File: src/common/mandel_defs.svh
`ifndef MANDEL_DEFS_SVH
`define MANDEL_DEFS_SVH

// Fixed point, signed 4.23
`define FIX_WIDTH 27
`define FIX_FRAC 23

// Escape bounds in 4.23
// 4.0 on the squared magnitude
`define ESCAPE_MAG (27'sh2000000)
// 2.0 on each component
`define ESCAPE_COMP (27'sh1000000)

// Stored pixel is RGB332
`define COLOR_WIDTH 8

`define ITER_MAX_DEFAULT 1000

// Horizontal phase lengths, in clocks
`define H_ACTIVE_DEFAULT 640
`define H_FRONT_DEFAULT 16
`define H_PULSE_DEFAULT 96
`define H_BACK_DEFAULT 48

// Vertical phase lengths, in lines
`define V_ACTIVE_DEFAULT 480
`define V_FRONT_DEFAULT 10
`define V_PULSE_DEFAULT 2
`define V_BACK_DEFAULT 33

// View window, real axis from -2.0, imaginary row 240 on zero
`define X_START_DEFAULT (-27'sd16777216)
`define Y_START_DEFAULT (27'sd9360000)
`define STEP_DEFAULT (27'sd39000)

`endif

File: src/common/mandel_pkg.sv
`include "mandel_defs.svh"

package mandel_pkg;

	// Signed 4.23 value
	typedef logic signed [`FIX_WIDTH-1:0] fix_t;

	// RGB332 pixel, red in the top bits
	typedef logic [`COLOR_WIDTH-1:0] color_t;

	// Screen coordinate or phase counter
	typedef logic [9:0] coord_t;

	// Escape iterator states
	typedef enum logic [1:0] {
		ITER_IDLE,
		ITER_CALC,
		ITER_DONE
	} iter_state_t;

	// Render walker states
	typedef enum logic {
		RENDER_CALC,
		RENDER_DONE
	} render_state_t;

	// Sync phases, same order for both machines
	// Order matters, next phase is the enum plus one
	typedef enum logic [1:0] {
		ACTIVE,
		FRONT,
		PULSE,
		BACK
	} sync_phase_t;

endpackage

File: src/vga/vga_timing.sv
`timescale 1ns/1ns
`include "mandel_defs.svh"

module vga_timing import mandel_pkg::*; #(
	parameter int H_ACTIVE = `H_ACTIVE_DEFAULT,
	parameter int H_FRONT = `H_FRONT_DEFAULT,
	parameter int H_PULSE = `H_PULSE_DEFAULT,
	parameter int H_BACK = `H_BACK_DEFAULT,
	parameter int V_ACTIVE = `V_ACTIVE_DEFAULT,
	parameter int V_FRONT = `V_FRONT_DEFAULT,
	parameter int V_PULSE = `V_PULSE_DEFAULT,
	parameter int V_BACK = `V_BACK_DEFAULT
) (
	input  logic       clk,
	input  logic       reset,
	input  color_t     rd_color,
	output coord_t     rd_x,
	output coord_t     rd_y,
	output logic       hsync,
	output logic       vsync,
	output logic       blank_n,
	output logic [7:0] red,
	output logic [7:0] green,
	output logic [7:0] blue
);

	sync_phase_t h_phase;
	sync_phase_t h_phase_nx;
	sync_phase_t v_phase;
	sync_phase_t v_phase_nx;

	// Position inside the current phase
	coord_t h_cnt;
	coord_t h_cnt_nx;
	coord_t v_cnt;
	coord_t v_cnt_nx;

	logic h_last;
	logic v_last;
	logic line_end;
	logic active;
	// Active flag, aligned with buffer read data
	logic active_d;

	// Length of a phase for either machine
	function automatic int phase_len(input sync_phase_t p, input int act, input int fr,
			input int pu, input int bk);
		case (p)
			ACTIVE: phase_len = act;
			FRONT: phase_len = fr;
			PULSE: phase_len = pu;
			default: phase_len = bk;
		endcase
	endfunction

	assign h_last = (h_cnt == coord_t'(phase_len(h_phase, H_ACTIVE, H_FRONT, H_PULSE,
		H_BACK) - 1));
	assign v_last = (v_cnt == coord_t'(phase_len(v_phase, V_ACTIVE, V_FRONT, V_PULSE,
		V_BACK) - 1));

	// Last clock of the back porch closes the line
	assign line_end = h_last && (h_phase == BACK);

	////////////////////////////////////////
	// Phase machines, next values
	////////////////////////////////////////
	always_comb begin
		h_phase_nx = h_phase;
		h_cnt_nx = h_cnt + 1'b1;
		if (h_last) begin
			h_cnt_nx = '0;
			h_phase_nx = sync_phase_t'(h_phase + 2'd1);
		end
		// Vertical moves once per line
		v_phase_nx = v_phase;
		v_cnt_nx = v_cnt;
		if (line_end) begin
			if (v_last) begin
				v_cnt_nx = '0;
				v_phase_nx = sync_phase_t'(v_phase + 2'd1);
			end else begin
				v_cnt_nx = v_cnt + 1'b1;
			end
		end
	end

	assign active = (h_phase == ACTIVE) && (v_phase == ACTIVE);

	// Read address for the pixel now being scanned
	assign rd_x = (h_phase == ACTIVE) ? h_cnt : '0;
	assign rd_y = (v_phase == ACTIVE) ? v_cnt : '0;

	always_ff @(posedge clk) begin
		if (reset) begin
			h_phase <= ACTIVE;
			v_phase <= ACTIVE;
			h_cnt <= '0;
			v_cnt <= '0;
			hsync <= 1'b1;
			vsync <= 1'b1;
			active_d <= 1'b0;
			blank_n <= 1'b0;
			red <= '0;
			green <= '0;
			blue <= '0;
		end else begin
			h_phase <= h_phase_nx;
			v_phase <= v_phase_nx;
			h_cnt <= h_cnt_nx;
			v_cnt <= v_cnt_nx;
			// Syncs from next phase, so they line up with the phase itself
			hsync <= (h_phase_nx != PULSE);
			vsync <= (v_phase_nx != PULSE);

			////////////////////////////////////////
			// Colour out, two clocks behind rd_x/rd_y
			////////////////////////////////////////
			active_d <= active;
			blank_n <= active_d;
			// RGB332 fields to the top bits, zero fill
			red <= active_d ? {rd_color[7:5], 5'b0} : 8'd0;
			green <= active_d ? {rd_color[4:2], 5'b0} : 8'd0;
			blue <= active_d ? {rd_color[1:0], 6'b0} : 8'd0;
		end
	end

	// Counters never run past their phase
	assert property (@(posedge clk) disable iff (reset)
		h_cnt < phase_len(h_phase, H_ACTIVE, H_FRONT, H_PULSE, H_BACK));
	assert property (@(posedge clk) disable iff (reset)
		v_cnt < phase_len(v_phase, V_ACTIVE, V_FRONT, V_PULSE, V_BACK));

	// Sync pulse only inside the PULSE phase
	assert property (@(posedge clk) disable iff (reset)
		!hsync |-> h_phase == PULSE);

endmodule

File: config.mk
export PLATFORM = sky130hd
export DESIGN_NAME = vga_timing
export DESIGN_NICKNAME = d
export VERILOG_FILES = /design/src/common/mandel_pkg.sv /design/src/vga/vga_timing.sv
export VERILOG_INCLUDE_DIRS = /design/src /design/src/common
export SDC_FILE = /design/constraint.sdc
export NUM_CORES = 1
export LEC_CHECK = 0
export BUFFER_PORTS_ARGS = -buffer_cell sky130_fd_sc_hd__buf_2
export CELL_PAD_IN_SITES_DETAIL_PLACEMENT = 0
export CELL_PAD_IN_SITES_GLOBAL_PLACEMENT = 2
export CORE_MARGIN = 5
export CORE_UTILIZATION = 33
export DETAILED_ROUTE_END_ITERATION = 12
export GPL_TIMING_DRIVEN = 0
export MAX_ROUTING_LAYER = met4
export PLACE_DENSITY_LB_ADDON = 0.1
export SLEW_MARGIN = 10
export SYNTH_ARGS = -nofsm -noshare
export SYNTH_HDL_FRONTEND = slang
export SYNTH_SLANG_ARGS = --single-unit
export TNS_END_PERCENT = 30
File: constraint.sdc
create_clock -name clk -period 5.4 [get_ports clk]
set_input_delay 0.81 -clock clk [delete_from_list [all_inputs] [get_ports clk]]
set_output_delay 0.81 -clock clk [all_outputs]
set_load 0.01 [all_outputs]
### Word level (Yosys, flattened, before mapping)

Index checks and enable logic that the tools add are counted.

| operators by class | value |
|---|---|
| add/sub/neg operators | 6 |
| multipliers | 0 |
| div/mod/pow operators | 0 |
| order comparisons | 0 |
| eq/ne operators | 9 |
| shift operators | 0 |
| multiplexer cells | 8 |
| bitwise gates (word level) | 1 |
| reductions and logical operators | 6 |

Operator list:

| cell | number |
|---|---|
| 10-bit two-way mux | 3 |
| 10-bit one-hot mux with 3 select lines | 1 |
| 9-bit one-hot mux with 3 select lines | 1 |
| 10-bit by 1-bit adder with 10-bit output, second input constant | 2 |
| 10-bit == test | 2 |
| 10-bit by 2-bit subtractor with 10-bit output, second input constant | 2 |
| 2-bit == test, second input constant | 3 |
| 2-bit two-way mux | 3 |
| 2-bit by 1-bit adder with 2-bit output, second input constant | 2 |
| 2-bit by 1-bit == test with 1-bit output, second input constant | 2 |
| 2-bit logical NOT | 2 |
| 2-bit inequality test, second input constant | 2 |
| 2-bit OR reduction | 2 |
| 1-bit logical AND | 2 |
| 1-bit NOT | 1 |

| storage, ports and cells | value |
|---|---|
| register bits | 52 |
| latch bits | 0 |
| bits in writable memories | 0 |
| bits in read-only memories | 0 |
| input port bits | 10 |
| output and inout bits | 47 |
| word-level logic and storage cells | 44 |
| memories kept | 0 |

### Logic depth before layout (Yosys ltp)

| depth | value |
|---|---|
| depth after elaboration | 7 |
| depth in mapped cells | 8 |
| gate-level depth less buffers | 8 |

### Worst setup path before layout

Ideal clock, no wire load.

| timing | value |
|---|---|
| kind | register to register |
| start point | register v_phase[0] |
| end point | register v_cnt[4] |
| library setup time | 127 ps |
| arrival | 2500 ps |
| data required time | 5273 ps |
| slack | 2773 ps |
| stages on the path, launching flop included | 9 |
| buffers on the path | 0 |
| period minus slack after synthesis | 2627 ps |
| path through | dfxtp_1 -> inv_1 -> ha_1 -> ha_1 -> or4_4 -> nor4_4 -> nand3_1 -> nand2_1 -> o211ai_1 |

| on the way | value |
|---|---|
| word-level cells in the longest chain between the ends | 5 |
| elaborated cells between the ends (all ways) | 7 |
| classes of those cells | add/sub (1); eq/ne (3); mux (2); reduce/logical (1) |

Ends and longest elaborated chain:

| element | line | source |
|---|---|---|
| start, declared | vga_timing.sv:29 | `sync_phase_t v_phase;` |
| start signal, assigned | vga_timing.sv:108 | `v_phase <= v_phase_nx;` |
| 2-bit == test (tied with other cells) | vga_timing.sv:48 | `case (p)` |
| 9-bit one-hot mux with 3 select lines (*) | vga_timing.sv:48 |  |
| 10-bit by 2-bit subtractor with 10-bit output (*) | vga_timing.sv:59 | `V_BACK) - 1));` |
| 10-bit == test (*) | vga_timing.sv:58 | `assign v_last = (v_cnt == coord_t'(phase_len(v_phase, V_ACTIVE, V_FRONT, V_PULSE,` |
| 10-bit two-way mux (*) | vga_timing.sv:78 | `if (v_last) begin` |
| end signal, assigned | vga_timing.sv:110 | `v_cnt <= v_cnt_nx;` |
| end, declared | vga_timing.sv:35 | `coord_t v_cnt;` |

Mark *: on every way between the ends. The rest lies on a longest branch, timed or not.
A chain may end at the register's enable or synchronous reset.

### Final worst setup path

Ends and elaborated chain as after synthesis.

==> impl_metrics.toml <==
[power_and_ir_drop]
total_leakage_power_nw = 1.12
ir_drop_v = 0.0000924
p_comb_share_pct = 10.0
power_switching_w = 0.000143
power_w = 0.000532
p_per_area_nw_per_um2 = 215
p_clk_share_pct = 37.1
p_int_w = 0.000389
switching_share_pct = 26.9
pwr-share-seq_pct = 52.8

[synthesis]
ys_async_sr_fraction_pct = 0
avgSynthCellArea_um2 = 8.98
ys_warn_count = 0
synth_fa_ha_area_share_pct = 11.0
synthSimpleGateAreaFrac_pct = 27.3
ys.flop_type = "dfxtp_1"
yosys.cell_types.count = 37
seq_area_frac_synth_pct = 35.3
synth_top_family_by_area = "simple AND/OR/NAND/NOR gates"
synth_area_um2 = 2040
synth_edf_count = 0
netlist_top_cells_area = "dfxtp_1 (35%), ha_1 (11%), and2_1 (7.1%), buf_4 (5.9%), nand3_1 (3.9%)"
yosys-top-cells-count = "dfxtp_1 (36), and2_1 (23), ha_1 (18)"
synthCells = 227
synth_mux_area_share_pct = 0.491
yosysMostFrequentCell = "dfxtp_1"
synth_top_cell_area_share_pct = 35.3
synth_compound_area_share_pct = 10.9
ys_seq_elements = 36
synth-xor-area-share_pct = 6.69
synth_top_cell_by_area = "dfxtp_1"

[sta]
finalCritPeriodShare_pct = 58.2
period_minus_slack_ns = 3.14
skew_ns = 0.0121
maxSlewViolCount = 0
rsz0062_at_grt = "no"
slew_headroom_pct = 61.0
worst_pin_slew_ns = 0.582
fmax_mhz = 318
hold_violations = 0
setup_violations = 0
finalSetupTns_ns = 0

[job]
maxCapViolations = 0

[critical_path]
r2r_end = "v_cnt[4]$_SDFFE_PP0N_"
critPathMaxStageDelay_ns = 0.56
crit_type = "flip-flop to flip-flop"
worstPathRequired_ns = 5.58
rr_worst_depth = 8
cp.arrival_ns = 3.32
r2r_setup_slack_ns = 2.26
startpoint_type = "flip-flop"
crit_chain = "inv_1, ha_1, ha_1, or4_4, nor4_4, nand3_1, nand2_1, o211ai_1"
cp_max_fo = 12
slowest_stage = "or4_4"
path_common_cell = "ha_1"
timing.rr.start = "v_phase[0]$_SDFF_PP0_"
crit_path_end_kind = "flip-flop"

[floorplan]
initial_core_util_pct = 34.2
placementRows = 28
die_x_um = 88.6
die-area_um2 = 7850
core-area_um2 = 5960
io_pins = 57
die_h_um = 88.6

[worst_hold_path]
hold_end = "h_cnt[0]$_SDFF_PP0_"
hold_depth = 1
min_path_type = "flip-flop to flip-flop"
hp-start = "h_cnt[0]$_SDFF_PP0_"

[route]
wl_met1_mm = 2.22
route.detailed.drc = 0
dr.first_iter.drc_count = 63
wl_mm = 4.73
ant_nets = 0
top_layer = "met4"
viasPerCell = 4.65
vias = 1697
drtPass1Iterations = 4
wl_met2_mm = 2.13
wl_met3_um = 301
post_drt_wl_per_cell_um = 13.0

[cells_and_area]
layout.nets = 317
drive_gt1_share_pct = 23.4
antenna_cells = 0
areaGrowthSynthToFinish_pct = 21.5
fillers = 633
finalNonFillerCells = 365

[global_route]
grt_first_pass_wirelength_mm = 7.77
grt_pass1_vias = 1600
grt_max_degree = 13
gr-total-overflow = 0
grt_use_total_pct = 13.2
antenna_found_initial = 0

[clocking]
h-tree-depth = 2
clk_pin_slew_worst_paths_ns = 0.09
clock_path_buffers = 2
numCtsBuffers = 5
clock_sink_count = 36
root_buffer = "clkbuf_8"
cts_tree = "done"
cts_setup_buffers = 0
cts_resized = 0
ctsHoldBuffers = 0
insertion_delay_ns = 0.30

[place]
io_buffers = 40
dp.cells = 357
hpwl_mm = 3.59
place.gp.congestion = 0.800

[run_status]
status = "complete, no violations"
[critical path, delay by kind of cell, from the launching register on]
family          cells  cell delay (ns)
compound gates      1             0.13
fa+ha+maj           2             0.70
buf+inv             1             0.12
flops               1             0.44
simple gates        4             1.64
[metrics by stage]
| step | utilization [%] | worst slack, ns | hold WS (ns) | cell area [um^2] |
|---|---|---|---|---|
| 2_1_floorplan | - | 2.77 | 0.426 | 2100 |
| 3_3_place_gp | 40.1 | 2.25 | 0.451 | 2390 |
| 3_5_place_dp | 40.1 | 2.29 | 0.450 | 2390 |
| 4_1_cts | 41.6 | 2.28 | 0.470 | 2480 |
| 5_1_grt | 41.6 | 2.08 | 0.544 | 2480 |
| 6_report | 41.6 | 2.26 | 0.468 | 2480 |
[cell families (layout without fill, tap and decap cells)]
logic type	Yosys count	count (layout)
AND/OR/NAND/NOR	95	95
buffers and inverters	28	76
other	1	16
adder cells (fa/ha/maj)	18	18
multiplexers	1	1
flip-flops	36	36
XOR/XNOR	14	14
AO/OA/AOI/OAI	34	34
[routing by layer]
| layer | vias to the layer above | track usage, % |
|---|---|---|
| met5 | - | - |
| met4 | 0 | 5.36 |
| met3 | 8 | 2.98 |
| met2 | 48 | 19.7 |
| met1 | 750 | 17.2 |
| li1 | 891 | - |
[area by class of cell]
class	instances	area [um^2]	area share [%]
well taps	75	93.8	3.79
repair buffers	40	200	8.08
clock inverters	3	18.8	0.758
clock buffers	5	68.8	2.78
inverters	6	22.5	0.909
multi-input cells	178	1210	48.8
plain buffers	22	143	5.76
flip-flops and latches	36	721	29.1
[power groups by stage]
stage | combinational (W) | clock [W] | sequential, W
6_report | 0.0000534 | 0.000198 | 0.000281
3_5_place_dp | 0.0000539 | 0 | 0.000287
4_1_cts | 0.0000539 | 0.000207 | 0.000281
2_1_floorplan | 0.0000363 | 0 | 0.000287
3_3_place_gp | 0.0000537 | 0 | 0.000287
5_1_grt | 0.0000613 | 0.000219 | 0.000282
[state kept, by name (all words and copies together), names as in the netlist]
signal	count
active_d	1
blank_n	1
blue	2
green	3
h_cnt	10
h_phase	2
hsync	1
red	3
v_cnt	10
v_phase	2
vsync	1
[layout by cell type (no fill, tap or decap), types with 3 or more instances in the layout]
master	Yosys	layout
and2_1	23	23
dfxtp_1	36	36
inv_1	6	6
nor2_1	16	16
conb_1	1	16
buf_2	0	40
nand4b_1	3	3
nand4_1	5	5
xor2_1	4	4
nor3_1	3	3
buf_4	16	16
and3_1	6	6
clkbuf_1	6	6
o211ai_1	5	5
o21ai_0	9	9
ha_1	18	18
xnor2_1	9	9
or3_1	5	5
clkbuf_8	0	5
nand3_1	16	16
a21oi_1	11	11
nand2_1	10	10
[worst max-delay path by stage]
stage | startpoint | end | slack, ns
6_report | v_phase[0]$_SDFF_PP0_ | v_cnt[4]$_SDFFE_PP0N_ | 2.26
5_1_grt | v_phase[0]$_SDFF_PP0_ | v_cnt[8]$_SDFFE_PP0N_ | 2.08
4_1_cts | v_phase[0]$_SDFF_PP0_ | v_cnt[4]$_SDFFE_PP0N_ | 2.28
3_5_place_dp | v_phase[0]$_SDFF_PP0_ | v_cnt[4]$_SDFFE_PP0N_ | 2.29
3_3_place_gp | v_phase[0]$_SDFF_PP0_ | v_cnt[4]$_SDFFE_PP0N_ | 2.25
2_1_floorplan | v_phase[0]$_SDFF_PP0_ | v_cnt[4]$_SDFFE_PP0N_ | 2.77
No activity file was read; power rests on OpenSTA's default activity.
