File: src/common/mandel_defs.svh
`ifndef MANDEL_DEFS_SVH
`define MANDEL_DEFS_SVH

// Fixed point, signed 4.23
`define FIX_WIDTH 27
`define FIX_FRAC 23

// Escape bounds in 4.23
// 4.0 on the squared magnitude
`define ESCAPE_MAG (27'sh2000000)
// 2.0 on each component
`define ESCAPE_COMP (27'sh1000000)

// Stored pixel is RGB332
`define COLOR_WIDTH 8

`define ITER_MAX_DEFAULT 1000

// Horizontal phase lengths, in clocks
`define H_ACTIVE_DEFAULT 640
`define H_FRONT_DEFAULT 16
`define H_PULSE_DEFAULT 96
`define H_BACK_DEFAULT 48

// Vertical phase lengths, in lines
`define V_ACTIVE_DEFAULT 480
`define V_FRONT_DEFAULT 10
`define V_PULSE_DEFAULT 2
`define V_BACK_DEFAULT 33

// View window, real axis from -2.0, imaginary row 240 on zero
`define X_START_DEFAULT (-27'sd16777216)
`define Y_START_DEFAULT (27'sd9360000)
`define STEP_DEFAULT (27'sd39000)

`endif

File: src/common/mandel_pkg.sv
`include "mandel_defs.svh"

package mandel_pkg;

	// Signed 4.23 value
	typedef logic signed [`FIX_WIDTH-1:0] fix_t;

	// RGB332 pixel, red in the top bits
	typedef logic [`COLOR_WIDTH-1:0] color_t;

	// Screen coordinate or phase counter
	typedef logic [9:0] coord_t;

	// Escape iterator states
	typedef enum logic [1:0] {
		ITER_IDLE,
		ITER_CALC,
		ITER_DONE
	} iter_state_t;

	// Render walker states
	typedef enum logic {
		RENDER_CALC,
		RENDER_DONE
	} render_state_t;

	// Sync phases, same order for both machines
	// Order matters, next phase is the enum plus one
	typedef enum logic [1:0] {
		ACTIVE,
		FRONT,
		PULSE,
		BACK
	} sync_phase_t;

endpackage

File: src/verilog/color_map.sv
`timescale 1ns/1ns
`include "mandel_defs.svh"

module color_map import mandel_pkg::*; #(
	parameter int ITER_MAX = `ITER_MAX_DEFAULT,
	localparam int CNT_W = $clog2(ITER_MAX) + 1
) (
	input  logic [CNT_W-1:0] iter_count,
	output color_t           pixel_color
);

	// Palette bands by power-of-two fractions of ITER_MAX
	always_comb begin
		if (iter_count >= ITER_MAX) begin
			// Inside the set
			pixel_color = 8'b000_000_00;
		end else if (iter_count >= (ITER_MAX >> 2)) begin
			// Upper half shares this colour
			pixel_color = 8'b011_001_00;
		end else if (iter_count >= (ITER_MAX >> 3)) begin
			pixel_color = 8'b101_010_01;
		end else if (iter_count >= (ITER_MAX >> 4)) begin
			pixel_color = 8'b011_001_01;
		end else if (iter_count >= (ITER_MAX >> 5)) begin
			pixel_color = 8'b001_001_01;
		end else if (iter_count >= (ITER_MAX >> 6)) begin
			pixel_color = 8'b011_010_10;
		end else begin
			// Fast escapes, far from the set
			pixel_color = 8'b010_100_10;
		end
	end

endmodule

File: config.mk
export PLATFORM = sky130hd
export DESIGN_NAME = color_map
export DESIGN_NICKNAME = d
export VERILOG_FILES = /design/src/common/mandel_pkg.sv /design/src/verilog/color_map.sv
export VERILOG_INCLUDE_DIRS = /design/src /design/src/common
export SDC_FILE = /design/constraint.sdc
export NUM_CORES = 1
export LEC_CHECK = 0
export BUFFER_PORTS_ARGS = -buffer_cell sky130_fd_sc_hd__buf_2
export CAP_MARGIN = 10
export CORE_AREA = 2 2 39 41
export DETAILED_ROUTE_END_ITERATION = 8
export DIE_AREA = 0 0 41 43
export GPL_TIMING_DRIVEN = 0
export PLACE_DENSITY_LB_ADDON = 0.1
export SYNTH_ARGS = -nofsm -noshare
export SYNTH_HDL_FRONTEND = slang
export SYNTH_SLANG_ARGS = --single-unit
File: constraint.sdc
create_clock -name vclk -period 1.9
set_clock_uncertainty 0.15 [all_clocks]
set_input_delay 0.38 -clock vclk [all_inputs]
set_output_delay 0.38 -clock vclk [all_outputs]
set_load 0.03 [all_outputs]
## Word-level counts from Yosys, hierarchy flattened

Index checks and enable logic that the tools add are counted.
W data, S select, Z words.

- Output and inout bits: 8
- Input bits: 11
- Flip-flop bits (word level): 0
- Logic and storage cells: 12

- Muxes and demuxes: 6
- $lt $le $gt $ge: 6

Operator list:

| kind | number |
|---|---|
| $mux W8 | 3 |
| $mux W7 | 2 |
| $ge A11 B10 Y1 const B | 1 |
| $ge A11 B4 Y1 const B | 1 |
| $ge A11 B5 Y1 const B | 1 |
| $ge A11 B6 Y1 const B | 1 |
| $ge A11 B7 Y1 const B | 1 |
| $ge A11 B8 Y1 const B | 1 |
| $mux W6 | 1 |

## Longest topological paths before layout

Gate-level depths: netlist (run 1).

- Depth in word-level cells: 7
- Mapped depth: 5
- Depth with buffers taken out: 4

## Least setup slack after synthesis (run 1)

Ideal clock, no wire load.

- Path type: input port to output port
- From: input iter_count[8]
- To: output pixel_color[3]
- Path buffers: 1
- Arrival time: 1983 ps
- Slack: -613 ps
- Data required time: 1370 ps
- Cell stages on the path: 5
- Cells stage by stage: or3_1 -> buf_2 -> a311oi_2 -> or3_1 -> and3b_1

- Word-level cells in the longest chain between the ends: 7
- Elaborated cells on any way between the ends: 12
- Those cells by class: order compare: 6; mux: 6

Ends and longest elaborated chain:

| item | RTL line | source |
|---|---|---|
| from (decl) | color_map.sv:8 | `input logic [CNT_W-1:0] iter_count,` |
| $ge A11 B4 Y1 | color_map.sv:26 | `end else if (iter_count >= (ITER_MAX >> 6)) begin` |
| $mux W6 | color_map.sv:26 |  |
| $mux W7 | color_map.sv:24 | `end else if (iter_count >= (ITER_MAX >> 5)) begin` |
| $mux W7 | color_map.sv:22 | `end else if (iter_count >= (ITER_MAX >> 4)) begin` |
| $mux W8 | color_map.sv:20 | `end else if (iter_count >= (ITER_MAX >> 3)) begin` |
| $mux W8 | color_map.sv:17 | `end else if (iter_count >= (ITER_MAX >> 2)) begin` |
| $mux W8 * | color_map.sv:14 | `if (iter_count >= ITER_MAX) begin` |
| to (decl) | color_map.sv:9 | `output color_t pixel_color` |

Every way passes the cells marked *; elsewhere a longest branch is shown, timed or not.

## Final worst setup path (run 1)

- From: input iter_count[10]
- To: output pixel_color[3]

The elaborated chain is that of the path after synthesis.

==> results of run 1 <==
layout make-up:
cell class / instances / share of cell area
Buffer: 1 / 0.0175
Timing Repair Buffer: 36 / 0.512
Multi-Input combinational cell: 29 / 0.440
Tap cell: 16 / 0.0311
layer usage:
layer,vias up,global-route usage,part of all wire
met5,-,0,0
li1,195,-,-
met4,0,0,0
met3,0,0,0.047
met2,12,0.222,0.55
met1,179,0.152,0.40
cells by family (layout without fill, tap and decap cells):
| family | count (synthesis) | in the layout | share of synthesized area |
|---|---|---|---|
| buffers and inverters | 1 | 37 | 0.0241 |
| AND/OR/NAND/NOR | 21 | 21 | 0.572 |
| AO/OA/AOI/OAI | 8 | 8 | 0.404 |
worst min path at each step:
stage                           to  slack, ns
CTS                 pixel_color[7]       1.07
global placement    pixel_color[4]       1.04
finish              pixel_color[6]       1.01
global route        pixel_color[6]       1.03
floorplan           pixel_color[4]       0.67
detailed placement  pixel_color[4]       1.03
timing repair:
| action | CTS | global route |
|---|---|---|
| resized for setup | 32 | 7 |
| endpoints found under the setup margin | 8 | 8 |
| pin swaps | 11 | 4 |
| setup buffers | 16 | 1 |
critical path, cell delays in order:
cell and delay (ns):
buf_6 0.09, or3_1 0.37, buf_6 0.15, a311oi_4 0.21, or3_1 0.16, and3b_2 0.19, buf_6 0.12
Yosys cell counts, drive strengths merged:
| cell type | instances | area (µm²) |
|---|---|---|
| and3 | 1 | 6.26 |
| and3b | 1 | 8.76 |
| a2111oi | 2 | 37.5 |
| or3 | 3 | 23.8 |
| o21bai | 1 | 7.51 |
| nor3b | 1 | 7.51 |
| nand2 | 2 | 7.51 |
| a311oi | 1 | 15.0 |
| nor2 | 6 | 22.5 |
| or3b | 1 | 8.76 |
| o2bb2ai | 1 | 8.76 |
| nor3 | 3 | 15.0 |
| a21oi | 1 | 5.00 |
| nand4 | 3 | 18.8 |
| buf | 1 | 5.00 |
| o21ai | 2 | 10.0 |
placed cells by master (no fill, tap or decap), types with 2 or more instances in the layout:
cell / synthesis / routed
buf_8: 0 / 3
nor3_2: 0 / 2
buf_2: 1 / 2
a2111oi_4: 1 / 2
buf_4: 0 / 20
buf_6: 0 / 12
nand4_1: 3 / 3
nor2_1: 6 / 4
o21ai_0: 2 / 2
or3_1: 2 / 2
report_power, final:
group | internal (W) | switching (W) | leakage [nW] | total [W]
registers | 0 | 0 | 0 | 0
logic | 0.0000638 | 0.0000540 | 0.260 | 0.000118
clock network | 0 | 0 | 0 | 0
total | 0.0000638 | 0.0000540 | 0.260 | 0.000118
per-stage QoR:
stage	instances	cell area [µm²]	TNS [ns]
2_1_floorplan	30	253	-1.50
6_report	82	643	-1.49
3_5_place_dp	65	368	-2.18
3_3_place_gp	65	368	-2.25
4_1_cts	81	608	-1.47
5_1_grt	82	643	-1.87
==> results.cfg, run 1 <==
[setup_path]
timing.critical_path.to = pixel_color[3]
crit_path_end_kind = primary output
crit_path_start = iter_count[10]
critical_path.startpoint_type = input port
worst_ep_required_time_ns = 1.37
crit_arrival_ns = 1.67
timing.critical_path.fanout_max = 5
timing_worst_setup_path_type = in2out

[status]
status = finished with violations
violations_in_the_final_reports = negative setup slack

[die]
die_span_in_x_um = 41
floorplan.rows = 14
dieArea_um2 = 1760
die_height_um = 43
design.core.area_um2 = 1380
floorplan.initialDensity = 0.150
top_level_ports = 19

[pwr]
power.static_leakage_nw = 0.260
power_per_cell_area_nw_per_um2 = 183
p_total_w = 0.000118
ir_drop_mv = 0.0688

[yosys]
synth_cell_type_count = 18
synth_area_per_cell_um2 = 6.92
yosysWarnings = 0
mappedNetlistArea_um2 = 208
synth_nets = 41
synthesis.instances = 30
seq_area_frac_synth = 0

[drt]
first_pass_iters = 4
number_of_vias_per_cell = 4.71
route.detailed.wl_per_inst_um = 11.7
wire_length_reported_by_the_detailed_router_um = 959
drc_errors = 0
route.vias.total = 386
dr.first_iter.drc_count = 6
antenna_left = 0

[timing]
fmax_mhz = 454
final-hold-violation-count = 0
final.hold.worst_slack_ns = 1.01
final.period_utilization = 1.16
timing.final.setup_violations = 8
worstMarginPinSlew_ns = 0.337
rsz0062_at_grt = yes
finalWorstPathRequiredPeriod_ns = 2.20
report.final.slew_viol_count = 0
postLayoutSetupSlackWorst_ns = -0.303
slew-limit-headroom = 0.775

[global_route]
grt_first_pass_wirelength_um = 1550
antenna_violations_before_repair = 0
grt_util_all_layers = 0.119
grt_start_max_net_pins = 8
number_of_global_route_vias_before_repair = 379
grt_overflow = 0

[cells_and_area]
insertedDiodeCount = 0
clockBufferCount = 0
flow.area_growth_from_synthesis_pct = 210
drive_above_1_share = 0.758
finish.utilization = 0.465
seq_cells = 0
finalNetCount = 79
multi_input_gate_area_um2 = 283
filler_cell_count = 138
sequential_cell_area_um2 = 0

[place]
post-dp-hpwl_um = 669
detailedPlace.worstSlack_ns = -0.453
place.gp.congestion = 0.697
buffer_ports.inserted = 19

[clock_tree]
ctsHoldBuffers = 0

[run]
drv.max_cap_violation_count = 0

[worst_hold_path]
worstHoldPathCells = 4
min_from = iter_count[6]
timing.hold.worst.class = in2out
(Power assumes the default switching activity.)
==> inputs of run 2 (changes only) <==
Settings changed: SETUP_SLACK_MARGIN set to 0.4.
==> run 2 against run 1 <==
The flow still finishes with violations (negative setup slack). Non-clock buffer count decreased by 2. Critical path depth stayed put. Cell count decreased by 2.4%. Global-route usage is 0.40 points higher. Largest cell class unchanged. Count of clock-buffer cells in the layout stayed put. Utilization fell by 1.8 points. Via count fell by 1.8%. Total power fell by 3.0%. Combinational power fell by 3%. First-iteration DRC count is 83% lower. Highest routed layer unchanged.
==> results.cfg, run 2 (synthesis gave the netlist of run 1 again) <==
[setup_path]
crit_buf_inv = 3
cp.depth = 7
path_delay_family = simple AND/OR/NAND/NOR gates
crit_path_start = iter_count[10]
critical-path-top-cell-by-count = buf_6
critical_path.startpoint_type = input port
timing.critical_path.to = pixel_color[3]
crit_slowest_cell = or3_4
crit_arrival_ns = 1.66
timing.critical_path.slowest_cell_delay_ns = 0.37
crit_path_end_kind = primary output
timing.critical_path.fanout_max = 5
worst_ep_required_time_ns = 1.37
timing_worst_setup_path_type = in2out
path_cells = buf_6, or3_4, buf_6, a311oi_4, or3_1, and3b_2, buf_6

[timing]
slew-limit-headroom = 0.751
timing.final.setup_violations = 8
fmax_mhz = 457
rsz0062_at_grt = yes
worstMarginPinSlew_ns = 0.373
final-hold-violation-count = 0
report.final.slew_viol_count = 0
finalWorstPathRequiredPeriod_ns = 2.19
postLayoutSetupSlackWorst_ns = -0.287
final.period_utilization = 1.15

[cells_and_area]
final_cell_area_um2 = 618
drive_above_1_share = 0.750
flow.area_growth_from_synthesis_pct = 198
filler_cell_count = 148
clockBufferCount = 0
seq_cells = 0
layout.cells.most_common = buf_4
insertedDiodeCount = 0
finish.utilization = 0.447
sequential_cell_area_um2 = 0
finalNetCount = 77
top_library_cells_by_usage_in_the_layout_fill_and_taps_aside = 20 x buf_4, 10 x buf_6, 5 x nor2_1

[place]
buffer_ports.inserted = 19
placed_area_um2 = 368
place.gp.congestion = 0.739
post-dp-hpwl_um = 657

[die]
die_height_um = 43
floorplan.rows = 14
die_span_in_x_um = 41
top_level_ports = 19
dieArea_um2 = 1760
design.core.area_um2 = 1380
floorplan.initialDensity = 0.150

[worst_hold_path]
timing.hold.worst.class = in2out
worstHoldPathCells = 4

[drt]
wire_length_reported_by_the_detailed_router_um = 992
dr.first_iter.drc_count = 1
number_of_vias_per_cell = 4.74
drc_errors = 0
antenna_left = 0
first_pass_iters = 2
route.detailed.wl_per_inst_um = 12.4
route.vias.total = 379

[pwr]
ir_drop_mv = 0.0611
power_per_cell_area_nw_per_um2 = 185
power.static_leakage_nw = 0.250

[global_route]
antenna_violations_before_repair = 0
number_of_global_route_vias_before_repair = 343
grt_util_all_layers = 0.123
grt_first_pass_wirelength_um = 1570
grt_overflow = 0
grt_start_max_net_pins = 8

[status]
status = finished with violations
violations_in_the_final_reports = negative setup slack

[run]
drv.max_cap_violation_count = 0

[clock_tree]
ctsHoldBuffers = 0
run 2: changes by cell type in the layout (fill, tap and decap cells not counted), sizes merged:
cell  previous run  this run
buf             37        35
run 2: worst min path at each step:
stage	start	end	slack, ns
floorplan	iter_count[4]	pixel_color[4]	0.67
global placement	iter_count[4]	pixel_color[4]	1.03
detailed placement	iter_count[4]	pixel_color[4]	1.02
CTS	iter_count[9]	pixel_color[7]	1.06
global route	iter_count[6]	pixel_color[6]	1.04
finish	iter_count[6]	pixel_color[6]	1.02
run 2: worst min-delay path: stages:
cell and delay [ns]:
buf_6 0.09, a2111oi_4 0.04, nor3_2 0.10, buf_4 0.18
run 2: timing repair:
action / CTS / global route
pin swaps: 11 / 4
endpoints found under the setup margin: 8 / 8
buffers inserted: 15 / 0
resized for setup: 34 / 2
hold endpoints to repair: 0 / 0
run 2: power breakdown:
group / total [W] / internal [W] / switching [W]
sequential: 0 / 0 / 0
combinational: 0.000114 / 0.0000609 / 0.0000534
clock: 0 / 0 / 0
total: 0.000114 / 0.0000609 / 0.0000534
run 2: final cells by class:
class              count  area (µm²)  area share
plain buffers          1        11.3      0.0182
multi-input cells     29         280       0.453
well taps             16        20.0      0.0324
repair buffers        34         307       0.496
run 2: per-stage QoR:
step / hold WS [ns] / std cells / total power, W / setup slack (ns) / TNS, ns
5_1_grt: 1.04 / 80 / 0.000122 / -0.333 / -1.82
6_report: 1.02 / 80 / 0.000114 / -0.287 / -1.39
2_1_floorplan: 0.671 / 30 / 0.0000387 / -0.456 / -1.50
3_5_place_dp: 1.02 / 65 / 0.0000697 / -0.442 / -2.16
4_1_cts: 1.06 / 80 / 0.000112 / -0.290 / -1.40
3_3_place_gp: 1.03 / 65 / 0.0000703 / -0.445 / -2.23
run 2: layer usage:
metal	routed length [µm]	GRT usage	part of all wire	up-vias
li1	-	-	-	189
met1	396	0.174	0.40	178
met2	530	0.213	0.53	12
met3	65	0	0.066	0
met4	0	0	0	0
met5	0	0	0	-
==> inputs of run 3 (changes only) <==
Settings changed: ABC_AREA set to 1.
==> run 3 against run 2 <==
The run now ends clean. Synthesized cell count is 50% higher. Total power increased by 6.9%. Utilization increased by 0.54 points. Synthesized area up 1.8%. Via count down 10%. Global-route usage fell by 4.5 points. Non-clock buffer count is 11 lower. Critical path depth is 1 higher. Critical endpoint is now pixel_color[6]. Largest cell class is now multi-input gates. Largest power group unchanged.
==> results.cfg, run 3 <==
[yosys]
synth_adder_area_share = 0
synth_nets = 56
synth_cell_type_count = 12
cell_type_with_the_highest_aggregate_area_in_the_netlist = nand2_1
synthSimpleGateAreaFrac = 0.657
compound_gate_fraction_of_synth_area = 0.201
muxShareOfSynthArea = 0
yosys-top-cells-count = 13 x nand2_1, 10 x nor2_1, 8 x inv_1
yosysTopAreaCellShare = 0.231
synthesis.instances = 45
yosys.area_share.xor_xnor = 0
seq_area_frac_synth = 0
post-synth-top-count-cell = nand2_1
synth.area.top_cells = nand2_1 23%, nor2_1 18%, inv_1 14%
mappedNetlistArea_um2 = 211
yosysWarnings = 0
largest_family_of_logic_cells_by_synthesized_area = simple AND/OR/NAND/NOR gates
synth_area_per_cell_um2 = 4.70

[setup_path]
crit_arrival_ns = 1.34
timing.critical_path.slowest_cell_delay_ns = 0.25
critical-path-top-cell-by-count = nand2_2
critical_path.startpoint_type = input port
timing_worst_setup_path_type = in2out
crit_path_end_kind = primary output
timing.critical_path.fanout_max = 3
path_delay_family = simple AND/OR/NAND/NOR gates
path_cells = buf_8, or2_4, nor2_4, nand2_4, nand2_2, nand2_2, a21oi_4, buf_6
crit_slowest_cell = or2_4
worst_ep_required_time_ns = 1.37
crit_buf_inv = 2

[drt]
antenna_left = 0
route.vias.total = 341
dr.first_iter.drc_count = 2
first_pass_iters = 2
route.detailed.wl_per_inst_um = 7.94
wire_length_reported_by_the_detailed_router_um = 675
drc_errors = 0
number_of_vias_per_cell = 4.01

[cells_and_area]
sequential_cell_area_um2 = 0
layout.cells.most_common = buf_6
drive_above_1_share = 0.783
clockBufferCount = 0
finalNonFillerCells = 85
multi_input_gate_area_um2 = 338
top_library_cells_by_usage_in_the_layout_fill_and_taps_aside = 12 x buf_6, 7 x nor2_4, 7 x nand2_2
seq_cells = 0
filler_cell_count = 153
insertedDiodeCount = 0
finalNetCount = 82
flow.area_growth_from_synthesis_pct = 196

[pwr]
ir_drop_mv = 0.0736
p_total_w = 0.000122
power_switching_share = 0.513
combinational_fraction_of_design_power = 1.000
power.static_leakage_nw = 0.276
p_int_w = 0.0000595
clock_power_share = 0
seq_power_share = 0
power_per_cell_area_nw_per_um2 = 195
switchingPower_w = 0.0000627

[timing]
setup_total_negative_slack_ns = 0
timing.final.setup_violations = 0
worstMarginPinSlew_ns = 0.281
final-hold-violation-count = 0
fmax_mhz = 535
report.final.slew_viol_count = 0
finalWorstPathRequiredPeriod_ns = 1.87
postLayoutSetupSlackWorst_ns = 0.0309
rsz0062_at_grt = yes
slew-limit-headroom = 0.813
final.period_utilization = 0.984
final.hold.worst_slack_ns = 1.07

[die]
die_height_um = 43
design.core.area_um2 = 1380
die_span_in_x_um = 41
floorplan.rows = 14
top_level_ports = 19
dieArea_um2 = 1760
floorplan.initialDensity = 0.153

[status]
status = complete, no violations

[place]
post-dp-hpwl_um = 583
place.gp.congestion = 0.742
placed_cells_incl_taps = 80
detailedPlace.worstSlack_ns = -0.0938
buffer_ports.inserted = 19

[worst_hold_path]
timing.hold.worst.class = in2out

[global_route]
grt_overflow = 0
antenna_violations_before_repair = 0
number_of_global_route_vias_before_repair = 295
grt_first_pass_wirelength_um = 1040
grt_start_max_net_pins = 5
grt_util_all_layers = 0.0779

[run]
drv.max_cap_violation_count = 0
-- run 3: cell types whose count changed in the layout (fill, tap and decap cells not counted), sizes merged, moves of 2 or more --
cell     delta
nor2        +6
nand4       -3
nand3       +3
or3         -3
inv         +8
buf        -11
o21ai       -2
nand2      +13
nor3        -3
a2111oi     -2
a21oi       +2
-- run 3: final cells by class --
cell class	instances	area share
well taps	16	0.0320
inverters	8	0.0520
multi-input cells	37	0.540
repair buffers	24	0.376
-- run 3: tightest hold or removal path: stages --
cell     delay, ns
buf_6         0.08
inv_1         0.05
o31ai_4       0.06
buf_4         0.11
nor2_4        0.03
buf_6         0.12
-- run 3: repair_timing --
action / 4_1_cts / 5_1_grt
setup buffers: 4 / 1
endpoints found under the setup margin: 8 / 8
pin swaps: 11 / 6
gates resized for setup: 41 / 9
hold buffers: 0 / 0
gates cloned: 0 / 0
-- run 3: power by group through the flow --
stage                     Combinational (W)  Clock (W)  Sequential [W]
after floorplan                   0.0000536          0               0
after global placement            0.0000816          0               0
after detailed placement          0.0000811          0               0
after CTS                          0.000118          0               0
after global routing               0.000131          0               0
final                              0.000122          0               0
-- run 3: path summary, 6_finish.rpt --
kind | slack [ns] | end | depth (start not counted) | start
hold / removal | 1.07 | pixel_color[5] | 6 | iter_count[10]
setup / recovery | 0.03 | pixel_color[6] | 8 | iter_count[6]
-- run 3: cells by family (layout without fill, tap and decap cells) --
kind of cell,after synthesis,after routing
buffers and inverters,8,32
AND/OR/NAND/NOR,32,32
AO/OA/AOI/OAI,5,5
-- run 3: metal layers --
metal / GRT usage / wire (µm) / up-vias
met2: 0.125 / 338 / 12
met5: 0 / 0 / -
met1: 0.120 / 289 / 143
li1: - / - / 186
met3: 0 / 47 / 0
met4: 0 / 0 / 0
-- run 3: per-stage QoR --
stage                      util  area (µm²)
final                     0.452         626
after global placement    0.298         413
after floorplan               -         298
after detailed placement  0.298         413
after global routing      0.452         626
after CTS                 0.427         591
