===== src/common/mandel_defs.svh =====
`ifndef MANDEL_DEFS_SVH
`define MANDEL_DEFS_SVH

// Fixed point, signed 4.23
`define FIX_WIDTH 27
`define FIX_FRAC 23

// Escape bounds in 4.23
// 4.0 on the squared magnitude
`define ESCAPE_MAG (27'sh2000000)
// 2.0 on each component
`define ESCAPE_COMP (27'sh1000000)

// Stored pixel is RGB332
`define COLOR_WIDTH 8

`define ITER_MAX_DEFAULT 1000

// Horizontal phase lengths, in clocks
`define H_ACTIVE_DEFAULT 640
`define H_FRONT_DEFAULT 16
`define H_PULSE_DEFAULT 96
`define H_BACK_DEFAULT 48

// Vertical phase lengths, in lines
`define V_ACTIVE_DEFAULT 480
`define V_FRONT_DEFAULT 10
`define V_PULSE_DEFAULT 2
`define V_BACK_DEFAULT 33

// View window, real axis from -2.0, imaginary row 240 on zero
`define X_START_DEFAULT (-27'sd16777216)
`define Y_START_DEFAULT (27'sd9360000)
`define STEP_DEFAULT (27'sd39000)

`endif


===== src/common/mandel_pkg.sv =====
`include "mandel_defs.svh"

package mandel_pkg;

	// Signed 4.23 value
	typedef logic signed [`FIX_WIDTH-1:0] fix_t;

	// RGB332 pixel, red in the top bits
	typedef logic [`COLOR_WIDTH-1:0] color_t;

	// Screen coordinate or phase counter
	typedef logic [9:0] coord_t;

	// Escape iterator states
	typedef enum logic [1:0] {
		ITER_IDLE,
		ITER_CALC,
		ITER_DONE
	} iter_state_t;

	// Render walker states
	typedef enum logic {
		RENDER_CALC,
		RENDER_DONE
	} render_state_t;

	// Sync phases, same order for both machines
	// Order matters, next phase is the enum plus one
	typedef enum logic [1:0] {
		ACTIVE,
		FRONT,
		PULSE,
		BACK
	} sync_phase_t;

endpackage


===== src/render/render_control.sv =====
`timescale 1ns/1ns
`include "mandel_defs.svh"

module render_control import mandel_pkg::*; #(
	parameter int FRAME_W = `H_ACTIVE_DEFAULT,
	parameter int FRAME_H = `V_ACTIVE_DEFAULT,
	parameter int ITER_MAX = `ITER_MAX_DEFAULT,
	parameter fix_t X_START = `X_START_DEFAULT,
	parameter fix_t Y_START = `Y_START_DEFAULT,
	parameter fix_t STEP = `STEP_DEFAULT,
	localparam int CNT_W = $clog2(ITER_MAX) + 1,
	localparam int ADDR_W = $clog2(FRAME_W * FRAME_H)
) (
	input  logic              clk,
	input  logic              reset,
	input  logic              iter_ready,
	input  logic              iter_valid,
	input  logic [CNT_W-1:0]  iter_count,
	input  color_t            pixel_color,
	output logic              iter_start,
	output logic              iter_ack,
	output fix_t              c_re,
	output fix_t              c_im,
	output logic              wr_en,
	output logic [ADDR_W-1:0] wr_addr,
	output color_t            wr_color,
	output logic              render_done
);

	render_state_t state;

	// Current pixel position
	coord_t col;
	coord_t row;

	// Request outstanding at the iterator
	logic busy;
	logic last_col;
	logic last_pixel;

	assign last_col = (col == coord_t'(FRAME_W - 1));
	assign last_pixel = last_col && (row == coord_t'(FRAME_H - 1));

	// Result taken as soon as it shows up
	assign iter_ack = busy;

	////////////////////////////////////////
	// Pixel walker
	////////////////////////////////////////
	always_ff @(posedge clk) begin
		if (reset) begin
			state <= RENDER_CALC;
			busy <= 1'b0;
			iter_start <= 1'b0;
			wr_en <= 1'b0;
			render_done <= 1'b0;
			col <= '0;
			row <= '0;
			c_re <= X_START;
			c_im <= Y_START;
		end else begin
			// Strobes default low
			iter_start <= 1'b0;
			wr_en <= 1'b0;
			case (state)
				RENDER_CALC: begin
					if (!busy && iter_ready) begin
						// Hand over the current coordinate
						iter_start <= 1'b1;
						busy <= 1'b1;
					end else if (busy && iter_valid) begin
						// Result in, write next cycle
						busy <= 1'b0;
						wr_en <= 1'b1;
						if (last_pixel) begin
							state <= RENDER_DONE;
						end
						// Step along the row, wrap to the next row down
						if (last_col) begin
							col <= '0;
							row <= row + 1'b1;
							c_re <= X_START;
							c_im <= c_im - STEP;
						end else begin
							col <= col + 1'b1;
							c_re <= c_re + STEP;
						end
					end
				end
				RENDER_DONE: begin
					// Last write lands this cycle
					render_done <= 1'b1;
				end
				default: begin
					state <= RENDER_CALC;
				end
			endcase
		end
	end

	// Write payload, raster index of the finished pixel
	always_ff @(posedge clk) begin
		if (iter_valid) begin
			wr_addr <= ADDR_W'(row * FRAME_W + col);
			wr_color <= pixel_color;
		end
	end

	// Writes stay inside the frame
	assert property (@(posedge clk) disable iff (reset)
		wr_en |-> wr_addr < FRAME_W * FRAME_H);

	// Iterator never returns a count outside 1..ITER_MAX
	assert property (@(posedge clk) disable iff (reset)
		iter_valid |-> (iter_count >= 1) && (iter_count <= ITER_MAX));

endmodule


===== config.mk =====
export PLATFORM = sky130hd
export DESIGN_NAME = render_control
export DESIGN_NICKNAME = d
export VERILOG_FILES = /design/src/common/mandel_pkg.sv /design/src/render/render_control.sv
export VERILOG_INCLUDE_DIRS = /design/src /design/src/common
export SDC_FILE = /design/constraint.sdc
export NUM_CORES = 1
export LEC_CHECK = 0
export BUFFER_PORTS_ARGS = -buffer_cell sky130_fd_sc_hd__buf_4
export CORE_AREA = 3 3 166 103
export CTS_CLUSTER_DIAMETER = 150
export DETAILED_ROUTE_END_ITERATION = 16
export DIE_AREA = 0 0 169 106
export GPL_TIMING_DRIVEN = 0
export PLACE_DENSITY = 0.49
export RECOVER_POWER = 100
export SYNTH_ARGS = -nofsm -noshare
export SYNTH_HDL_FRONTEND = slang
export SYNTH_SLANG_ARGS = --single-unit

===== constraint.sdc =====
create_clock -name clk -period 8.15 [get_ports clk]
set_clock_uncertainty 0.15 [all_clocks]
set_input_delay 0.4075 -clock clk [delete_from_list [all_inputs] [get_ports clk]]
set_output_delay 0.4075 -clock clk [all_outputs]
set_load 0.02 [all_outputs]

### Word-level counts from Yosys, hierarchy flattened

Cells that the tools add are included.

| storage, ports and cells | value |
|---|---|
| logic and storage cells | 41 |
| register bits after elaboration | 106 |

| cells by class | value |
|---|---|
| bitwise gates (word level) | 2 |
| mux-type cells | 10 |
| add/sub/neg operators | 5 |
| $mul | 1 |
| reduce and logical (&&, ||, !) cells | 10 |
| equal/unequal tests | 2 |

Operators by type and width:

| kind | count |
|---|---|
| $add A27 B17 Y27 const B | 1 |
| $mux W27 | 1 |
| $sub A27 B17 Y27 const B | 1 |
| $add A10 B1 Y10 const B | 2 |
| $add A19 B10 Y19 | 1 |
| $mul A10 B3 Y12 const B | 1 |
| $eq A10 B10 Y1 const B | 1 |
| $eq A10 B9 Y1 const B | 1 |
| $mux W10 | 1 |
| $mux W1 | 8 |
| $reduce_and A4 Y1 | 1 |
| $logic_and A1 B1 Y1 | 3 |
| $reduce_and A3 Y1 | 1 |
| $reduce_or A3 Y1 | 1 |
| $not A1 Y1 | 2 |
| $reduce_and A2 Y1 | 1 |
| $reduce_bool A2 Y1 | 1 |
| $reduce_or A2 Y1 | 1 |
| $logic_not A1 Y1 | 1 |

### Logic depth before layout (Yosys ltp)

Gate-level depths: netlist of run 1.

| logic depth | value |
|---|---|
| depth after elaboration | 6 |
| depth in mapped cells | 9 |
| depth with buffers taken out | 9 |

### Worst setup path after synthesis of run 1

OpenSTA, ideal clock, no wires.

| path | value |
|---|---|
| path type | reg2reg |
| start point | reg row[1] |
| end point | reg wr_addr[17], data pin |
| buffers on the path | 0 |
| stages on the path, launching flop included | 9 |
| arrival | 2.455 ns |
| setup slack | 5.283 ns |
| setup time | 0.262 ns |
| data required time | 7.738 ns |
| cell sequence | dfxtp_1 ha_1 ha_1 fa_1 xnor2_1 or3b_2 nor3b_1 nand3_1 xnor2_1 |

| on the way | value |
|---|---|
| cells in the longest elaborated chain, start to end | 2 |

RTL lines:

| item | line | text |
|---|---|---|
| start: declaration | render_control.sv:34 | `coord_t row;` |
| start signal: assignment | render_control.sv:81 | `row <= row + 1'b1;` |
| $mul A10 B3 Y12 | render_control.sv:104 | `wr_addr <= ADDR_W'(row * FRAME_W + col);` |
| $add A19 B10 Y19 | render_control.sv:104 |  |
| end signal: assignment | render_control.sv:104 |  |
| end: declaration | render_control.sv:25 | `output logic [ADDR_W-1:0] wr_addr,` |

Every way passes these cells.
A chain may end at the register's enable or synchronous reset.

### Worst setup path in the final report of run 1

| path | value |
|---|---|
| start point | in iter_valid |
| end point | reg c_re[21] |

| on the way | value |
|---|---|
| cells in the longest elaborated chain, start to end | 2 |

RTL lines:

| item | line | text |
|---|---|---|
| start: declaration | render_control.sv:17 | `input logic iter_valid,` |
| $logic_and A1 B1 Y1 | render_control.sv:71 | `end else if (busy && iter_valid) begin` |
| $reduce_and A3 Y1 (no source line) | n/a |  |
| end signal: assignment | render_control.sv:86 | `c_re <= c_re + STEP;` |
| end: declaration | render_control.sv:22 | `output fix_t c_re,` |

Every way passes these cells.

==> impl_results.md, run 1 <==
* Status: complete, but fails checks
* Violated checks: capacitance limit, slew limit
* Worst-path clk slew at 0.07 ns
* Clk root buf: clkbuf_16
* Worst VDD drop at 0.08915 mV
* Synth warn at 0
* # fillers at 1623
* DRT Wirelength at 11.14 mm
* Number of setup violations in the final report at 0
* Max-cap check violation count at 2
* Unique cell type count in the Yosys netlist at 47
* Post-CTS setup buffer count at 0
* Sequential Area at 2272 um2
* Setup Total Neg Slack at 0 ns
* 1st-pass router iterations at 4
* Longest Clk Path Bufs at 2
* Final #Nets at 627
* Placed cells at 771
* Crit-path max cell delay at 1.32 ns
* Post-synth EDFFs at 27
* DRC at 0
* Seq/Total Area, Yosys at 48.38%
* Max Clk Rate at 227.6 MHz
* All-Layer GR Usage at 13.09%
* Commonest non-fill, non-tap cell in the layout: clkbuf_1
* Worst hold slack at 0.1022 ns
* Ys async rst share at 0%
* Die Ht at 106 um
* Area growth, synth to finish at 19.71%
* # rows at 35
* Initial antenna violation count at 0
* Syn_area_per_cell at 9.909 um2
* Fin cells at 787
* Ant. Diodes at 0
* CP dominant cell by count: clkbuf_1
* Crit path time final at 4.395 ns
* Initial Util at 30.38%
* CP max-delay cell: nor4_1
* Final number of max-transition violations at 40
* Multi-input gate area at 2290 um2
* Layout cell share with drive strength beyond 1 at 6.336%
* Pwr Total at 0.001021 W
* Least-Margin Pin Slew at 1.593 ns
* CP cell instances: clkbuf_1, nand3b_1, nor4_1, or2_2, clkbuf_1, clkbuf_1, nor2_1
* Slew HR at -7.154%
* CTS H-tree lvls at 3
* Skew-Pair Late Insertion Delay at 0.35 ns
* RePlAce Congestion at 0.7995
* Via count at 3628
* Worst hold path class: input pin to flip-flop
* Dpl cell area at 5638 um2
* Routed WL per cell at 14.16 um
* Die X at 169 um
* CTS resizes at 0
* DP HPWL at 8.312 mm
* Number of global-route vias before repair at 3587
* #FFs+latches synth at 100
* CTS buffer count at 9
* CP arrival at 4.46 ns
* PortBufs at 89
* First-pass GRT wire length at 18.69 mm
* CP max FO at 30
* 1st-iter DRT viols at 171
* IO Pins at 108
* Die Area at 17910 um2
* Syn Inst Count at 474
* Most frequent cells in the layout: clkbuf_1 (94), dfxtp_1 (73), nor2_1 (69)
* CTS sink count at 100
* Post-synth top flop: dfxtp_1
* ANT nets after route at 0
* Unrepaired setup endpoints after global routing: no
* Core area at 15460 um2
* Buf+Inv Stages, Crit Path at 3
* Period utilisation layout at 53.92%
* CTS hold repair buffers at 0
* Pin count of the biggest net entering global routing at 31
* Cell family with most CP delay: simple AND/OR/NAND/NOR gates
* Endpoint type of the worst setup path: flip-flop
* Power Density at 181.6 nW/um2
* Vias per cell at 4.610
* Lkg Pwr at 2.049 nW
* Final instance area at 5623 um2
* Critical path data required time at 8.22 ns
* CTS tree: done
* Mapped cell area at 4697 um2
* Critical path class: input pin to flip-flop
* Critical path startpoint category: input pin
* Final hold violation count at 0
* Congestion Overflow GR at 0
==> synthesized netlist by cell type, types with 2 or more instances <==
library cell	instances	area share (%)
o211ai_1	6	0.96
nand2_1	30	2.4
ha_1	23	6.1
inv_1	8	0.64
o21bai_1	2	0.32
or2_2	3	0.40
nor3b_1	3	0.48
a2111oi_0	2	0.37
and3_1	8	1.1
nor2_1	69	5.5
buf_4	6	0.96
o31a_1	2	0.37
xor2_1	34	6.3
nand3b_1	2	0.32
nor2b_1	2	0.27
buf_1	3	0.24
dfxtp_1	73	31
o21a_1	4	0.64
a211oi_1	2	0.32
nor4_1	3	0.40
fa_1	2	0.85
a21oi_1	27	2.9
edfxtp_1	27	17
xnor2_1	39	7.3
nor3_1	12	1.3
nand4_1	8	1.1
o2111ai_1	2	0.37
nand2b_1	10	1.3
clkbuf_1	11	0.88
nand3_1	6	0.64
and4_1	2	0.37
or3_1	10	1.3
o21ai_0	19	2.0
==> per-layer routing <==
metal  GRT usage (%)  wire length [um]
met4           4.343               155
met3           3.976               729
met1           19.86              6140
met5               0                 0
met2           17.33              4118
==> stage by stage <==
step / setup slack, ns / util (%)
finish: 3.755 / 36.37
floorplan: 5.283 / -
detailed placement: 4.833 / 36.47
global placement: 4.852 / 36.47
CTS: 4.811 / 38.46
global route: 3.236 / 36.37
==> final cells by class <==
class | count | share of cell area, %
buffer | 21 | 1.802
clock buffer | 10 | 4.450
clock inverter | 6 | 1.024
inverter | 8 | 0.5340
multi-input combinational | 350 | 40.72
sequential | 100 | 40.41
tap | 203 | 4.517
timing repair buffer | 89 | 6.542
==> registers in the layout (all words and copies together) (netlist names) <==
| name | cells |
|---|---|
| c_im | 24 |
| c_re | 24 |
| col | 10 |
| iter_ack | 1 |
| iter_start | 1 |
| render_done | 1 |
| row | 10 |
| state | 1 |
| wr_addr | 19 |
| wr_color | 8 |
| wr_en | 1 |
==> report_power, final <==
part,switching [W],internal (W)
sequential,0.00000662,0.000519
clock,0.000208,0.000234
combinational,0.0000370,0.0000155
==> worst reg2reg max path: stages, from the launching register on <==
cell	delay, ns
dfxtp_1	0.44
ha_1	0.24
nand2_1	0.11
nor4_1	1.26
or2_2	0.29
clkbuf_1	0.37
clkbuf_1	0.43
nor2_1	0.10
==> worst paths after layout <==
path | startpoint | end | slack (ns) | cells after the start
max | iter_valid | c_re[21] | 3.76 | 7
min | pixel_color[3] | wr_color[3] | 0.10 | 1
max reg2reg | col[1] | c_re[21] | 4.63 | 7
min reg2reg | render_done | render_done | 0.35 | 2
==> cell families after synthesis <==
family                   count (synthesis)  share of synthesized area, %
buffers and inverters                   29                         2.824
XOR/XNOR                                73                         13.61
adder cells (fa/ha/maj)                 25                         6.979
other                                    1                       0.07984
AND/OR/NAND/NOR                        175                         18.89
flip-flops                             100                         48.38
AO/OA/AOI/OAI                           71                         9.244
(Power assumes the default switching activity.)
==> inputs of run 2 (changes only) <==
--- a/config.mk
+++ b/config.mk
@@ -6,13 +6,14 @@
 export SDC_FILE = /design/constraint.sdc
 export NUM_CORES = 1
 export LEC_CHECK = 0
+export ABC_AREA = 1
 export BUFFER_PORTS_ARGS = -buffer_cell sky130_fd_sc_hd__buf_4
-export CORE_AREA = 3 3 166 103
+export CORE_AREA = 3 3 177 110
 export CTS_CLUSTER_DIAMETER = 150
 export DETAILED_ROUTE_END_ITERATION = 16
-export DIE_AREA = 0 0 169 106
+export DIE_AREA = 0 0 180 113
 export GPL_TIMING_DRIVEN = 0
-export PLACE_DENSITY = 0.49
+export PLACE_DENSITY = 0.48
 export RECOVER_POWER = 100
 export SYNTH_ARGS = -nofsm -noshare
 export SYNTH_HDL_FRONTEND = slang
==> constraint.sdc (replaced) <==
create_clock -name clk -period 4.4 [get_ports clk]
set_clock_uncertainty 0.15 [all_clocks]
set_input_delay 0.22 -clock clk [delete_from_list [all_inputs] [get_ports clk]]
set_output_delay 0.22 -clock clk [all_outputs]
set_load 0.02 [all_outputs]
==> impl_results.md, run 2 <==
* Status: complete, but fails checks (unchanged)
* Violated checks: capacitance limit, slew limit (unchanged)
* DRT Wirelength at 14.29 mm (was 11.14 mm)
* Routed WL per cell at 13.15 um (was 14.16 um)
* Crit-path max cell delay at 1.09 ns (was 1.32 ns)
* Post-synth top flop: dfxtp_1 (unchanged)
* Final #Nets at 890 (was 627)
* Top cells by count, synth: nand2_1 (169), nor2_1 (93), inv_1 (89), dfxtp_1 (73), nand3_1 (66) (was dfxtp_1 (73), nor2_1 (69), xnor2_1 (39), xor2_1 (34), nand2_1 (30))
* Period utilisation layout at 74.76%
* Number of setup violations in the final report at 0 (unchanged)
* CP max FO at 28 (was 30)
* Post-synth EDFFs at 27 (unchanged)
* Fin cells at 1087 (was 787)
* Die X at 180 um (was 169 um)
* Area growth, synth to finish at 18.77% (was 19.71%)
* #FFs+latches synth at 100 (unchanged)
* Initial Util at 30.01% (was 30.38%)
* Syn Inst Count at 727 (was 474)
* Ys async rst share at 0% (unchanged)
* Final number of max-transition violations at 29 (was 40)
* Congestion Overflow GR at 0 (unchanged)
* Ant. Diodes at 0 (unchanged)
* Synth area leaders: dfxtp_1 (27%), edfxtp_1 (15%), nand2_1 (12%) (was dfxtp_1 (31%), edfxtp_1 (17%), xnor2_1 (7.3%))
* Longest Clk Path Bufs at 2 (unchanged)
* Skew-Pair Late Insertion Delay at 0.34 ns (was 0.35 ns)
* Main combinational cell family by area after synthesis: simple AND/OR/NAND/NOR gates (unchanged)
* All-Layer GR Usage at 14.12% (was 13.09%)
* Final instance area at 6389 um2 (was 5623 um2)
* Syn_area_per_cell at 7.399 um2 (was 9.909 um2)
* Core area at 17920 um2 (was 15460 um2)
* Synth area leader: dfxtp_1 (unchanged)
* Seq/Total Area, Yosys at 42.24% (was 48.38%)
* First-pass GRT wire length at 23.54 mm (was 18.69 mm)
* Worst-path clk slew at 0.07 ns (about the same)
* Synth Area in Compound Gates at 7.979% (was 9.243%)
* Share of the synthesized area in the top cell type at 27.17% (was 31.11%)
* CTS tree: done (unchanged)
* Simple-gate area share of the yosys netlist at 32.24% (was 18.89%)
* Worst hold path class: input pin to flip-flop (unchanged)
* Critical path startpoint category: input pin (unchanged)
* Initial antenna violation count at 0 (unchanged)
* ANT nets after route at 0 (unchanged)
* Unrepaired setup endpoints after global routing: no (unchanged)
* 1st-iter DRT viols at 347 (was 171)
* XOR/XNOR share of the synthesized area at 3.094% (was 13.61%)
* DR WL met3 at 729 um (unchanged)
* Critical path data required time at 4.46 ns (was 8.22 ns)
* WL met1 at 8.474 mm (was 6.140 mm)
* Layout cell share with drive strength beyond 1 at 5.195% (was 6.336%)
* Crit path time final at 3.290 ns
* Max-cap check violation count at 1 (was 2)
* Least-Margin Pin Slew at 1.527 ns (was 1.593 ns)
* Setup Total Neg Slack at 0 ns (unchanged)
* WL met2 at 4.999 mm (was 4.118 mm)
* Number of global-route vias before repair at 4482 (was 3587)
* Die Area at 20340 um2 (was 17910 um2)
* Pin count of the biggest net entering global routing at 29 (was 31)
* Placed cells at 1062 (was 771)
* Slew HR at -1.767% (was -7.154%)
* Power Density at 286.9 nW/um2 (was 181.6 nW/um2)
* Commonest non-fill, non-tap cell in the layout: nand2_1 (was clkbuf_1)
* Unique cell type count in the Yosys netlist at 40 (was 47)
* Max Clk Rate at 304.0 MHz
* Adder-Cell Fraction of Synth Area at 6.094% (was 6.979%)
* Buf+Inv Stages, Crit Path at 3 (unchanged)
* Via count at 4967 (was 3628)
* 1st-pass router iterations at 5 (was 4)
* CTS H-tree lvls at 3 (unchanged)
* Endpoint type of the worst setup path: flip-flop (unchanged)
* FF-to-FF Start: row[3] (was col[1])
* PortBufs at 90 (was 89)
* CTS buffer count at 9 (unchanged)
* CP cell instances: clkbuf_1, nand2_1, nor2_1, nand4_1, nand2_4, inv_1, buf_2, nand2_1, a31oi_1 (was clkbuf_1, nand3b_1, nor4_1, or2_2, clkbuf_1, clkbuf_1, nor2_1)
* Vias per cell at 4.569 (was 4.610)
* Cell family with most CP delay: simple AND/OR/NAND/NOR gates (unchanged)
* Synth warn at 0 (unchanged)
* CTS sink count at 100 (unchanged)
* # fillers at 1974 (was 1623)
* Critical path class: input pin to flip-flop (unchanged)
* # rows at 38 (was 35)
* Lkg Pwr at 2.662 nW (was 2.049 nW)
* CP dominant cell by count: nand2_1 (was clkbuf_1)
* IO Pins at 108 (unchanged)
* Worst VDD drop at 0.1664 mV (was 0.08915 mV)
* CP arrival at 3.35 ns (was 4.46 ns)
* RePlAce Congestion at 0.8305 (was 0.7995)
* DRC at 0 (unchanged)
* Mapped cell area at 5379 um2 (was 4697 um2)
* Biggest regs: c_im x24, c_re x24, wr_addr x19 (unchanged)
* Die Ht at 113 um (was 106 um)
* Dpl cell area at 6374 um2 (was 5638 um2)
* Hold_sp: reset (was pixel_color[3])
* CP max-delay cell: clkbuf_1 (was nor4_1)
* DP HPWL at 11.00 mm (was 8.312 mm)
* Mux cell area share after synthesis at 0% (unchanged)
* Max layer used: met4 (unchanged)
* Most frequent cells in the layout: nand2_1 (169), nor2_1 (95), inv_1 (92) (was clkbuf_1 (94), dfxtp_1 (73), nor2_1 (69))
* Most frequent cell after synthesis: nand2_1 (was dfxtp_1)
* Clk root buf: clkbuf_16 (unchanged)
* Post-CTS setup buffer count at 0 (unchanged)
* Crit path launch: iter_valid (unchanged)
* Final hold violation count at 0 (unchanged)
[run 2: cell types whose count changed after synthesis, moves of 10 or more]
cell,delta
nand3_1,+60
nand2b_1,-10
nor2_1,+24
or3_1,-10
xnor2_1,-35
xor2_1,-19
a21oi_1,+18
nand2_1,+139
inv_1,+81
[run 2: worst reg2reg max path, stage by stage, from the launching register on]
cell     delay, ns
dfxtp_1       0.48
ha_1          0.30
ha_1          0.25
fa_1          0.44
xnor2_1       0.20
nor3_1        0.33
nand3_1       0.17
nor2_1        0.15
nand2_1       0.06
nand2_1       0.05
nand2_1       0.05
[run 2: through the flow]
stage | total power, W | hold WS [ns] | setup slack [ns] | util, %
floorplan | 0.001064 | 0.1689 | 1.883 | -
global placement | 0.001124 | 0.2480 | 1.582 | 35.56
detailed placement | 0.001124 | 0.2500 | 1.524 | 35.56
CTS | 0.001887 | 0.1599 | 1.505 | 37.56
global route | 0.001912 | 0.3270 | 0.6281 | 35.64
finish | 0.001833 | 0.2694 | 1.110 | 35.64
[run 2: routing by layer]
layer  vias to the layer above  global-route usage [%]
li1                       2605                       -
met1                      2236                   23.50
met2                       120                   17.76
met3                         6                   3.405
met4                         0                   2.678
met5                         -                       0
[run 2: final timing paths]
| path | to | slack (ns) | depth (start not counted) |
|---|---|---|---|
| setup / recovery | c_re[10] | 1.11 | 9 |
| hold reg to reg | render_done | 0.33 | 2 |
| setup reg to reg | wr_addr[17] | 1.53 | 10 |
| hold / removal | row[0] | 0.27 | 4 |
[run 2: where the power goes]
part	switching [W]	internal, W	leakage, nW
clock	0.000357	0.000384	0.133
sequential	0.0000108	0.000963	0.866
combinational	0.0000832	0.0000345	1.66
[run 2: final cells by class]
type                    instances  area (um2)  area share [%]
plain buffers                  17       90.09           1.410
clock buffers                  10       229.0           3.584
clock inverters                 6       40.04          0.6267
inverters                      92       345.3           5.405
multi-input cells             523        2650           41.48
flip-flops and latches        100        2272           35.57
well taps                     240       300.3           4.700
repair buffers                 99       461.7           7.227
[run 2: timing repair]
action                                 in CTS  in global routing
hold buffers                                9                  0
resized for setup                           0                  0
endpoints found under the hold margin       9                  0
[run 2: logic make-up (layout without fill, tap and decap cells)]
group / count (synthesis) / after routing
buffers and inverters: 109 / 224
adders and majority gates: 25 / 25
DFF: 100 / 100
AOI/OAI and AO/OA: 82 / 82
and+or+nand+nor: 391 / 391
other: 1 / 6
xor gates and xnor gates: 19 / 19
